<file path="src/common/dzcpuPkg.sv">
package dzcpuPkg;

	localparam logic [7:0] opNop   = 8'h00;
	localparam logic [7:0] opLdBn  = 8'h06;
	localparam logic [7:0] opLdCn  = 8'h0E;
	localparam logic [7:0] opLdAn  = 8'h3E;
	localparam logic [7:0] opIncB  = 8'h04;
	localparam logic [7:0] opIncC  = 8'h0C;
	localparam logic [7:0] opIncA  = 8'h3C;
	localparam logic [7:0] opDecB  = 8'h05;
	localparam logic [7:0] opDecC  = 8'h0D;
	localparam logic [7:0] opDecA  = 8'h3D;
	localparam logic [7:0] opAddAB = 8'h80;
	localparam logic [7:0] opSubAB = 8'h90;
	localparam logic [7:0] opXorN  = 8'hEE;
	localparam logic [7:0] opJrNz  = 8'h20;
	localparam logic [7:0] opJpNn  = 8'hC3;
	localparam logic [7:0] opHalt  = 8'h76;

	localparam int uopIdxW = 9;
	localparam int regIdxW = 3;

	localparam logic [uopIdxW-1:0] flowNop    = 9'd0;
	localparam logic [uopIdxW-1:0] flowLdRn   = 9'd1;
	localparam logic [uopIdxW-1:0] flowIncDec = 9'd2; // Inc word then dec word.
	localparam logic [uopIdxW-1:0] flowAluReg = 9'd4; // Add word then sub word.
	localparam logic [uopIdxW-1:0] flowXorN   = 9'd6;
	localparam logic [uopIdxW-1:0] flowJrNz   = 9'd7;
	localparam logic [uopIdxW-1:0] flowJpNn   = 9'd9;
	localparam logic [uopIdxW-1:0] flowHalt   = 9'd11;
	localparam logic [uopIdxW-1:0] flowTrap   = 9'd12;

	// Register order follows the opcode fields with A in the last slot.
	localparam logic [regIdxW-1:0] regIdxOp = 3'd6; // Free slot that takes dst from the opcode.
	localparam logic [regIdxW-1:0] regIdxA  = 3'd7;

	localparam logic [2:0] aluPass = 3'd0;
	localparam logic [2:0] aluInc  = 3'd1;
	localparam logic [2:0] aluDec  = 3'd2;
	localparam logic [2:0] aluAdd  = 3'd3;
	localparam logic [2:0] aluSub  = 3'd4;
	localparam logic [2:0] aluXor  = 3'd5;

	localparam logic formAlu  = 1'b0;
	localparam logic formCtrl = 1'b1;

	localparam logic [1:0] ctrlJr   = 2'd0;
	localparam logic [1:0] ctrlJp   = 2'd1;
	localparam logic [1:0] ctrlHalt = 2'd2;
	localparam logic [1:0] ctrlTrap = 2'd3;

	localparam logic condAlways = 1'b0;
	localparam logic condNz     = 1'b1;

	localparam logic [2:0] stIdle    = 3'd0;
	localparam logic [2:0] stFetch   = 3'd1;
	localparam logic [2:0] stDecode  = 3'd2;
	localparam logic [2:0] stExec    = 3'd3;
	localparam logic [2:0] stImmLow  = 3'd4;
	localparam logic [2:0] stImmHigh = 3'd5;

	typedef union packed {
		struct packed {
			logic               form;
			logic [2:0]         aluOp;
			logic [regIdxW-1:0] dst;
			logic               srcImm;
			logic               wrEn;
			logic               fetchImm;
			logic               last;
			logic [4:0]         rsvd;
		} alu;
		struct packed {
			logic               form;
			logic [1:0]         kind;
			logic               cond;
			logic               fetchHigh;
			logic               last;
			logic [9:0]         rsvd;
		} ctrl;
	} uopWord_u;

endpackage

</file>
<file path="src/hw/dzcpuProgMem.sv">
module dzcpuProgMem
(
	input  logic       iClock,
	input  logic       wrEn,
	input  logic [7:0] wrAddr,
	input  logic [7:0] wrData,
	input  logic [7:0] rdAddr,
	output logic [7:0] rdData
);

	logic [7:0] mem [256];

	always_ff @(posedge iClock)
	begin
		if (wrEn)
		begin
			mem[wrAddr] <= wrData;
		end
		rdData <= mem[rdAddr]; // Data shows up one cycle after the address.
	end

endmodule

</file>
<file path="src/ucode/dzcpuUcodeLut.sv">
module dzcpuUcodeLut
(
	input  logic [7:0]                   mop,
	output logic [dzcpuPkg::uopIdxW-1:0] uopFlowIdx
);

	import dzcpuPkg::*;

	always_comb
	begin
		case (mop)
			opNop:   uopFlowIdx = flowNop;
			opLdBn:  uopFlowIdx = flowLdRn;
			opLdCn:  uopFlowIdx = flowLdRn;
			opLdAn:  uopFlowIdx = flowLdRn;
			opIncB:  uopFlowIdx = flowIncDec;
			opIncC:  uopFlowIdx = flowIncDec;
			opIncA:  uopFlowIdx = flowIncDec;
			opDecB:  uopFlowIdx = flowIncDec + 1'b1;
			opDecC:  uopFlowIdx = flowIncDec + 1'b1;
			opDecA:  uopFlowIdx = flowIncDec + 1'b1;
			opAddAB: uopFlowIdx = flowAluReg;
			opSubAB: uopFlowIdx = flowAluReg + 1'b1;
			opXorN:  uopFlowIdx = flowXorN;
			opJrNz:  uopFlowIdx = flowJrNz;
			opJpNn:  uopFlowIdx = flowJpNn;
			opHalt:  uopFlowIdx = flowHalt;
			default: uopFlowIdx = flowTrap; // Not implemented.
		endcase
	end

endmodule

</file>
<file path="src/ucode/dzcpuUcodeRom.sv">
module dzcpuUcodeRom
(
	input  logic [dzcpuPkg::uopIdxW-1:0] uopIdx,
	output dzcpuPkg::uopWord_u           uop
);

	import dzcpuPkg::*;

	function automatic uopWord_u aluWord(input logic [2:0] op, input logic [regIdxW-1:0] dst,
		input logic srcImm, input logic wrEn, input logic fetchImm, input logic last);
		uopWord_u w;
		w = '0;
		w.alu.form = formAlu;
		w.alu.aluOp = op;
		w.alu.dst = dst;
		w.alu.srcImm = srcImm;
		w.alu.wrEn = wrEn;
		w.alu.fetchImm = fetchImm;
		w.alu.last = last;
		return w;
	endfunction

	function automatic uopWord_u ctrlWord(input logic [1:0] kind, input logic cond,
		input logic fetchHigh, input logic last);
		uopWord_u w;
		w = '0;
		w.ctrl.form = formCtrl;
		w.ctrl.kind = kind;
		w.ctrl.cond = cond;
		w.ctrl.fetchHigh = fetchHigh;
		w.ctrl.last = last;
		return w;
	endfunction

	always_comb
	begin
		case (uopIdx)
			flowNop:            uop = aluWord(aluPass, regIdxA, 1'b0, 1'b0, 1'b0, 1'b1);
			flowLdRn:           uop = aluWord(aluPass, regIdxOp, 1'b1, 1'b1, 1'b1, 1'b1);
			flowIncDec:         uop = aluWord(aluInc, regIdxOp, 1'b0, 1'b1, 1'b0, 1'b1);
			flowIncDec + 1'b1:  uop = aluWord(aluDec, regIdxOp, 1'b0, 1'b1, 1'b0, 1'b1);
			flowAluReg:         uop = aluWord(aluAdd, regIdxA, 1'b0, 1'b1, 1'b0, 1'b1); // ADD A,B
			flowAluReg + 1'b1:  uop = aluWord(aluSub, regIdxA, 1'b0, 1'b1, 1'b0, 1'b1); // SUB A,B
			flowXorN:           uop = aluWord(aluXor, regIdxA, 1'b1, 1'b1, 1'b1, 1'b1);
			flowJrNz:           uop = aluWord(aluPass, regIdxA, 1'b1, 1'b0, 1'b1, 1'b0); // Offset.
			flowJrNz + 1'b1:    uop = ctrlWord(ctrlJr, condNz, 1'b0, 1'b1);
			flowJpNn:           uop = aluWord(aluPass, regIdxA, 1'b1, 1'b0, 1'b1, 1'b0); // Low byte.
			flowJpNn + 1'b1:    uop = ctrlWord(ctrlJp, condAlways, 1'b1, 1'b1);
			flowHalt:           uop = ctrlWord(ctrlHalt, condAlways, 1'b0, 1'b1);
			flowTrap:           uop = ctrlWord(ctrlTrap, condAlways, 1'b0, 1'b1);
			default:            uop = ctrlWord(ctrlTrap, condAlways, 1'b0, 1'b1);
		endcase
	end

endmodule

</file>
<file path="src/ucode/dzcpuSequencer.sv">
module dzcpuSequencer
(
	input  logic                         iClock,
	input  logic                         rstN,
	input  logic                         start,
	input  logic [7:0]                   memData,
	input  logic [7:0]                   pc,
	input  logic                         flagZ,
	output logic [7:0]                   mop,
	input  logic [dzcpuPkg::uopIdxW-1:0] uopFlowIdx,
	output logic [dzcpuPkg::uopIdxW-1:0] uopIdx,
	input  dzcpuPkg::uopWord_u           uop,
	output logic                         uopValid,
	output dzcpuPkg::uopWord_u           uopOut,
	output logic [7:0]                   opcode,
	output logic [7:0]                   imm,
	output logic                         pcInc,
	output logic                         pcLoad,
	output logic [7:0]                   pcLoadValue,
	output logic                         halted,
	output logic                         illegal
);

	import dzcpuPkg::*;

	logic [2:0]         state;
	logic               dataPhase;
	logic [uopIdxW-1:0] upc;
	logic [7:0]         opcodeQ;
	logic [7:0]         immQ;
	logic               isCtrl;
	logic               uopLast;
	logic               uopFetch;
	logic               issue;
	logic               isJump;

	assign isCtrl = uop.ctrl.form == formCtrl;
	assign uopLast = isCtrl ? uop.ctrl.last : uop.alu.last;
	assign uopFetch = isCtrl ? uop.ctrl.fetchHigh : uop.alu.fetchImm;

	// A fetching micro-op issues only after its byte has arrived.
	assign issue = (state == stExec && !uopFetch) || state == stImmHigh;
	assign isJump = isCtrl && (uop.ctrl.kind == ctrlJr || uop.ctrl.kind == ctrlJp);

	assign uopValid = issue;
	assign uopOut = uop;
	assign uopIdx = upc;
	assign mop = opcodeQ;
	assign opcode = opcodeQ;
	assign imm = immQ;

	assign pcInc = (state == stFetch && !dataPhase) || (state == stExec && uopFetch);
	assign pcLoad = issue && isJump && (uop.ctrl.cond == condAlways || !flagZ);
	assign pcLoadValue = (uop.ctrl.kind == ctrlJp) ? immQ : pc + immQ; // Offset wraps in 8 bits.

	always_ff @(posedge iClock or negedge rstN)
	begin
		if (!rstN)
		begin
			state <= stIdle;
			dataPhase <= 1'b0;
			upc <= '0;
			halted <= 1'b1;
			illegal <= 1'b0;
		end
		else if (start)
		begin
			state <= stFetch;
			dataPhase <= 1'b0;
			halted <= 1'b0;
			illegal <= 1'b0;
		end
		else
		begin
			case (state)
				stFetch:
				begin
					dataPhase <= !dataPhase;
					if (dataPhase)
					begin
						state <= stDecode;
					end
				end
				stDecode:
				begin
					upc <= uopFlowIdx;
					state <= stExec;
				end
				stExec:
				begin
					if (uopFetch)
					begin
						state <= stImmLow;
					end
				end
				stImmLow: state <= stImmHigh;
				default: ;
			endcase

			if (issue)
			begin
				if (!uopLast)
				begin
					upc <= upc + 1'b1;
					state <= stExec;
				end
				else if (isCtrl && (uop.ctrl.kind == ctrlHalt || uop.ctrl.kind == ctrlTrap))
				begin
					halted <= 1'b1;
					illegal <= uop.ctrl.kind == ctrlTrap;
					state <= stIdle;
				end
				else
				begin
					state <= stFetch;
				end
			end
		end
	end

	always_ff @(posedge iClock)
	begin
		if (state == stFetch && dataPhase)
		begin
			opcodeQ <= memData;
		end
		if (state == stImmLow && !isCtrl)
		begin
			immQ <= memData; // High byte of JP nn is dropped.
		end
	end

endmodule

</file>
<file path="src/hw/dzcpuDatapath.sv">
module dzcpuDatapath
(
	input  logic                         iClock,
	input  logic                         rstN,
	input  logic                         start,
	input  logic                         uopValid,
	input  dzcpuPkg::uopWord_u           uop,
	input  logic [7:0]                   opcode,
	input  logic [7:0]                   imm,
	input  logic                         pcInc,
	input  logic                         pcLoad,
	input  logic [7:0]                   pcLoadValue,
	output logic [7:0]                   pc,
	output logic                         regWrValid,
	output logic [dzcpuPkg::regIdxW-1:0] regWrIdx,
	output logic [7:0]                   regWrData,
	output logic                         flagZ,
	output logic                         flagC
);

	import dzcpuPkg::*;

	logic [7:0]         regs [8];
	logic [regIdxW-1:0] dstIdx;
	logic [7:0]         opA;
	logic [7:0]         opB;
	logic [8:0]         sum;
	logic [8:0]         diff;
	logic [7:0]         result;
	logic               updZ;
	logic               updC;
	logic               newC;
	logic               isAlu;
	logic               doWrite;

	assign isAlu = uopValid && uop.alu.form == formAlu;
	assign doWrite = isAlu && uop.alu.wrEn;

	assign dstIdx = (uop.alu.dst == regIdxOp) ? opcode[5:3] : uop.alu.dst;
	assign opA = regs[dstIdx];
	assign opB = uop.alu.srcImm ? imm : regs[opcode[2:0]];

	assign sum = {1'b0, opA} + {1'b0, opB};
	assign diff = {1'b0, opA} - {1'b0, opB}; // Bit 8 is the borrow.

	always_comb
	begin
		result = opB;
		updZ = 1'b1;
		updC = 1'b0;
		newC = 1'b0;
		case (uop.alu.aluOp)
			aluInc: result = opA + 8'd1;
			aluDec: result = opA - 8'd1;
			aluAdd:
			begin
				result = sum[7:0];
				updC = 1'b1;
				newC = sum[8];
			end
			aluSub:
			begin
				result = diff[7:0];
				updC = 1'b1;
				newC = diff[8];
			end
			aluXor:
			begin
				result = opA ^ opB;
				updC = 1'b1;
			end
			default: updZ = 1'b0; // Pass leaves the flags alone.
		endcase
	end

	always_ff @(posedge iClock or negedge rstN)
	begin
		if (!rstN)
		begin
			pc <= 8'd0;
			flagZ <= 1'b0;
			flagC <= 1'b0;
			regWrValid <= 1'b0;
		end
		else
		begin
			regWrValid <= doWrite;
			if (start)
			begin
				pc <= 8'd0;
				flagZ <= 1'b0;
				flagC <= 1'b0;
			end
			else
			begin
				if (pcLoad)
				begin
					pc <= pcLoadValue;
				end
				else if (pcInc)
				begin
					pc <= pc + 8'd1;
				end
				if (isAlu && updZ)
				begin
					flagZ <= result == 8'd0;
				end
				if (isAlu && updC)
				begin
					flagC <= newC;
				end
			end
		end
	end

	always_ff @(posedge iClock)
	begin
		if (doWrite)
		begin
			regs[dstIdx] <= result;
			regWrIdx <= dstIdx;
			regWrData <= result;
		end
	end

endmodule

</file>
<file path="src/hw/dzcpuCore.sv">
module dzcpuCore
(
	input  logic                         iClock,
	input  logic                         rstN,
	input  logic                         start,
	input  logic                         progWrEn,
	input  logic [7:0]                   progWrAddr,
	input  logic [7:0]                   progWrData,
	output logic                         regWrValid,
	output logic [dzcpuPkg::regIdxW-1:0] regWrIdx,
	output logic [7:0]                   regWrData,
	output logic                         flagZ,
	output logic                         flagC,
	output logic                         halted,
	output logic                         illegal
);

	import dzcpuPkg::*;

	logic [7:0]         pc;
	logic [7:0]         memData;
	logic [7:0]         mop;
	logic [uopIdxW-1:0] uopFlowIdx;
	logic [uopIdxW-1:0] uopIdx;
	uopWord_u           romUop;
	uopWord_u           issuedUop;
	logic               uopValid;
	logic [7:0]         opcode;
	logic [7:0]         imm;
	logic               pcInc;
	logic               pcLoad;
	logic [7:0]         pcLoadValue;

	dzcpuProgMem progMem_i
	(
		.iClock (iClock),
		.wrEn   (progWrEn),
		.wrAddr (progWrAddr),
		.wrData (progWrData),
		.rdAddr (pc), // Memory address is always the PC.
		.rdData (memData)
	);

	dzcpuSequencer sequencer_i
	(
		.iClock      (iClock),
		.rstN        (rstN),
		.start       (start),
		.memData     (memData),
		.pc          (pc),
		.flagZ       (flagZ),
		.mop         (mop),
		.uopFlowIdx  (uopFlowIdx),
		.uopIdx      (uopIdx),
		.uop         (romUop),
		.uopValid    (uopValid),
		.uopOut      (issuedUop),
		.opcode      (opcode),
		.imm         (imm),
		.pcInc       (pcInc),
		.pcLoad      (pcLoad),
		.pcLoadValue (pcLoadValue),
		.halted      (halted),
		.illegal     (illegal)
	);

	dzcpuUcodeLut ucodeLut_i
	(
		.mop        (mop),
		.uopFlowIdx (uopFlowIdx)
	);

	dzcpuUcodeRom ucodeRom_i
	(
		.uopIdx (uopIdx),
		.uop    (romUop)
	);

	dzcpuDatapath datapath_i
	(
		.iClock      (iClock),
		.rstN        (rstN),
		.start       (start),
		.uopValid    (uopValid),
		.uop         (issuedUop),
		.opcode      (opcode),
		.imm         (imm),
		.pcInc       (pcInc),
		.pcLoad      (pcLoad),
		.pcLoadValue (pcLoadValue),
		.pc          (pc),
		.regWrValid  (regWrValid),
		.regWrIdx    (regWrIdx),
		.regWrData   (regWrData),
		.flagZ       (flagZ),
		.flagC       (flagC)
	);

endmodule

</file>
<file path="config.mk">
export PLATFORM = sky130hd
export DESIGN_NAME = dzcpuCore
export DESIGN_NICKNAME = d
export VERILOG_FILES = /design/src/common/dzcpuPkg.sv /design/src/hw/dzcpuProgMem.sv /design/src/ucode/dzcpuUcodeLut.sv /design/src/ucode/dzcpuUcodeRom.sv /design/src/ucode/dzcpuSequencer.sv /design/src/hw/dzcpuDatapath.sv /design/src/hw/dzcpuCore.sv
export SDC_FILE = /design/constraint.sdc
export NUM_CORES = 2
export LEC_CHECK = 0
export ABC_AREA = 1
export BUFFER_PORTS_ARGS = -buffer_cell sky130_fd_sc_hd__buf_2
export CAP_MARGIN = 20
export CORE_ASPECT_RATIO = 1.4
export CORE_UTILIZATION = 50
export CTS_BUF_LIST = sky130_fd_sc_hd__clkbuf_8
export DETAILED_ROUTE_END_ITERATION = 12
export MAX_ROUTING_LAYER = met4
export PLACE_DENSITY = 0.65
export SYNTH_ARGS = -nofsm -noshare
export SYNTH_HDL_FRONTEND = slang
export SYNTH_HIERARCHICAL = 1
export SYNTH_SLANG_ARGS = --single-unit
</file>
<file path="constraint.sdc">
create_clock -name iClock -period 6.6 [get_ports iClock]
set_input_delay 1.98 -clock iClock [delete_from_list [all_inputs] [get_ports iClock]]
set_output_delay 1.98 -clock iClock [all_outputs]
set_load 0.1 [all_outputs]
</file>
==> impl_metrics.ini <==
[outcome]
outcome = complete, no violations

[synthesis]
synthCells = 8110
avgSynthCellArea_um2 = 11.3
netlist_area_mm2 = 0.0918
ys_warn_count = 6

[critical_path]
crit_path_max_fanout = 18
crit_type = reg -> reg
crit_path_end_kind = register
critPathLaunchType = register
worstPathRequired_ps = 7440
arrival_ps = 6200

[floorplanning]
num_rows = 185
die-area_mm2 = 0.185
start_util = 0.504
dieWidth_um = 364
fp.dieH_um = 509
ios = 36
coreArea_mm2 = 0.182

[power_and_ir_drop]
power_leakage_nw = 35.1
ir_drop_uv = 310
powerDensity_mw_per_mm2 = 345

[detailed_routing]
dr.pass1.iters = 6
routed_wirelength_um = 248000
dr.first_iter.drc_count = 6808
wl_per_cell_um = 23.1
drc = 0
avgViaCountPerCell = 5.75
postRouteAntennaNets = 0
vias = 61600

[placed_design]
placed_area_mm2 = 0.0933
dpl.hpwl_um = 145000
place_ws_ps = 1290
numPortBuffers = 35
dpl.cell_count = 10100
place_congestion = 0.910

[sta]
clock_skew_ps = 59.3
rsz0062_at_grt = no
slew_headroom = 0.174
hold_slack_ps = 417
report.final.slew_viol_count = 0
tns_ps = 0
post-route-min-period_ps = 5360
tightest_slew_ps = 1230
setup_ws_ps = 1240
setup_violations = 0
hold_violations = 0
post-route-period-util = 0.812
fmax_mhz = 187

[cts]
cts_setup_buffers = 0
postCtsResizedCells = 0
cts_tree = built
cts.sinks = 2173
clock_latency_ps = 1030
cts-hold-fix-buffers = 0
clock_path_buffers = 4
path_clk_slew_ps = 60
clock-root-buffer = clkbuf_8
numCtsBuffers = 328
cts-htree-levels = 5

[finish]
nets = 8097
layout-drive-gt1-share = 0.0688
area_growth_syn_to_layout_pct = 7.98
final_area_mm2 = 0.0991
fillers = 15500
instances_no_fill = 10700

[grt]
grt_pass1_vias = 59400
grt-ovfl-total = 0
grt_pass1_wl_um = 366000
grt_max_degree = 204
antenna_found_initial = 11
grt_use_total = 0.274

[flow_run]
drv_cap = 0

[worst_hold_path]
hold_path_class = reg -> reg
## layout by cell type, fill, tap and decap left out, types with 4 or more instances in the layout
| cell type | count |
|---|---|
| buf_2 | 27 |
| nor2_1 | 390 |
| a22o_1 | 4 |
| clkinvlp_4 | 6 |
| nor3_1 | 10 |
| buf_4 | 66 |
| o21ai_0 | 86 |
| bufinv_16 | 10 |
| clkinv_1 | 70 |
| nor2_2 | 11 |
| ha_1 | 39 |
| inv_2 | 5 |
| o211ai_1 | 8 |
| buf_12 | 20 |
| o21ai_1 | 6 |
| o221ai_1 | 5 |
| inv_6 | 5 |
| nand2_1 | 2403 |
| dfrtp_4 | 4 |
| xor2_1 | 8 |
| dfxtp_1 | 8 |
| a221oi_1 | 7 |
| buf_8 | 8 |
| a31oi_1 | 4 |
| nand3_2 | 6 |
| nand3_1 | 2106 |
| a21oi_1 | 49 |
| nand2_2 | 12 |
| dfrtp_1 | 19 |
| conb_1 | 6 |
| edfxtp_1 | 2139 |
| inv_1 | 289 |
| o32ai_1 | 5 |
| clkinv_2 | 33 |
| diode_2 | 14 |
| xnor2_1 | 4 |
| clkbuf_8 | 331 |
## worst max-delay path: stages, from the launching register on
cell	delay [ps]
dfrtp_1	540
inv_1	140
ha_1	330
a21oi_1	80
nor2_1	120
buf_4	170
nand3_2	150
nand2_4	90
clkinv_1	320
nand2_1	150
o21ai_0	90
a22o_1	210
a221oi_1	540
ha_1	390
inv_1	80
nor2_1	50
o21ai_0	240
a21oi_1	120
or2_2	290
a21oi_1	180
nor2_1	60
nor3b_1	260
nor2_1	70
nand2_1	60
nand2_1	170
inv_1	240
## registers in the layout (all words and copies together), names as in the netlist
| name | flops |
|---|---|
| sequencer_i/uopIdx | 9 |
| datapath_i/regs | 64 |
| datapath_i/regWrData | 8 |
| datapath_i/pc | 8 |
| datapath_i/flagZ | 1 |
| sequencer_i/state | 3 |
| sequencer_i/illegal | 1 |
| datapath_i/flagC | 1 |
| progMem_i/rdData | 8 |
| sequencer_i/halted | 1 |
| sequencer_i/imm | 8 |
| datapath_i/regWrIdx | 3 |
| sequencer_i/dataPhase | 1 |
| progMem_i/mem | 2048 |
| sequencer_i/mop | 8 |
| datapath_i/regWrValid | 1 |
## final timing paths
kind,slack (ps),cells after the start,from,to
min in group asynchronous,990,1,rstN,sequencer_i/uopIdx[6]
min,420,0,progMem_i/rdData[0],sequencer_i/imm[0]
max,1240,25,sequencer_i/uopIdx[1],datapath_i/regs[2][6]
max reg2reg,1240,25,sequencer_i/uopIdx[1],datapath_i/regs[2][6]
min reg2reg,420,0,progMem_i/rdData[0],sequencer_i/imm[0]
max in group asynchronous,5010,1,rstN,datapath_i/pc[1]
## routing by layer
| metal | GRT usage | part of all wire | wire length, µm | vias to the layer above |
|---|---|---|---|---|
| met5 | - | 0 | 0 | - |
| met4 | 0.132 | 0.050 | 12500 | 0 |
| met3 | 0.0416 | 0.081 | 19900 | 618 |
| met2 | 0.453 | 0.50 | 123000 | 2876 |
| met1 | 0.330 | 0.37 | 92300 | 29700 |
| li1 | - | - | - | 28300 |
## power breakdown
| group | internal [mW] | switching (mW) |
|---|---|---|
| registers | 15.4 | 0.223 |
| logic | 2.30 | 6.23 |
| clock network | 5.05 | 4.97 |
| total | 22.8 | 11.4 |
## metrics by stage
step / utilization / power [mW]
after detailed placement: 0.513 / 24.3
final: 0.545 / 34.2
after global placement: 0.513 / 24.2
after global routing: 0.545 / 35.7
after CTS: 0.544 / 34.2
after floorplan: - / 21.9
## layout make-up
| type | count | area [µm²] | area share |
|---|---|---|---|
| inverter | 201 | 791 | 0.00798 |
| tap | 2431 | 3040 | 0.0307 |
| clock inverter | 225 | 1220 | 0.0123 |
| sequential | 2173 | 65100 | 0.657 |
| multi-input combinational | 5209 | 23200 | 0.234 |
| clock buffer | 331 | 4560 | 0.0460 |
| antenna | 14 | 35.0 | 0.000354 |
| timing repair buffer | 122 | 1160 | 0.0117 |
(Power assumes the default switching activity.)
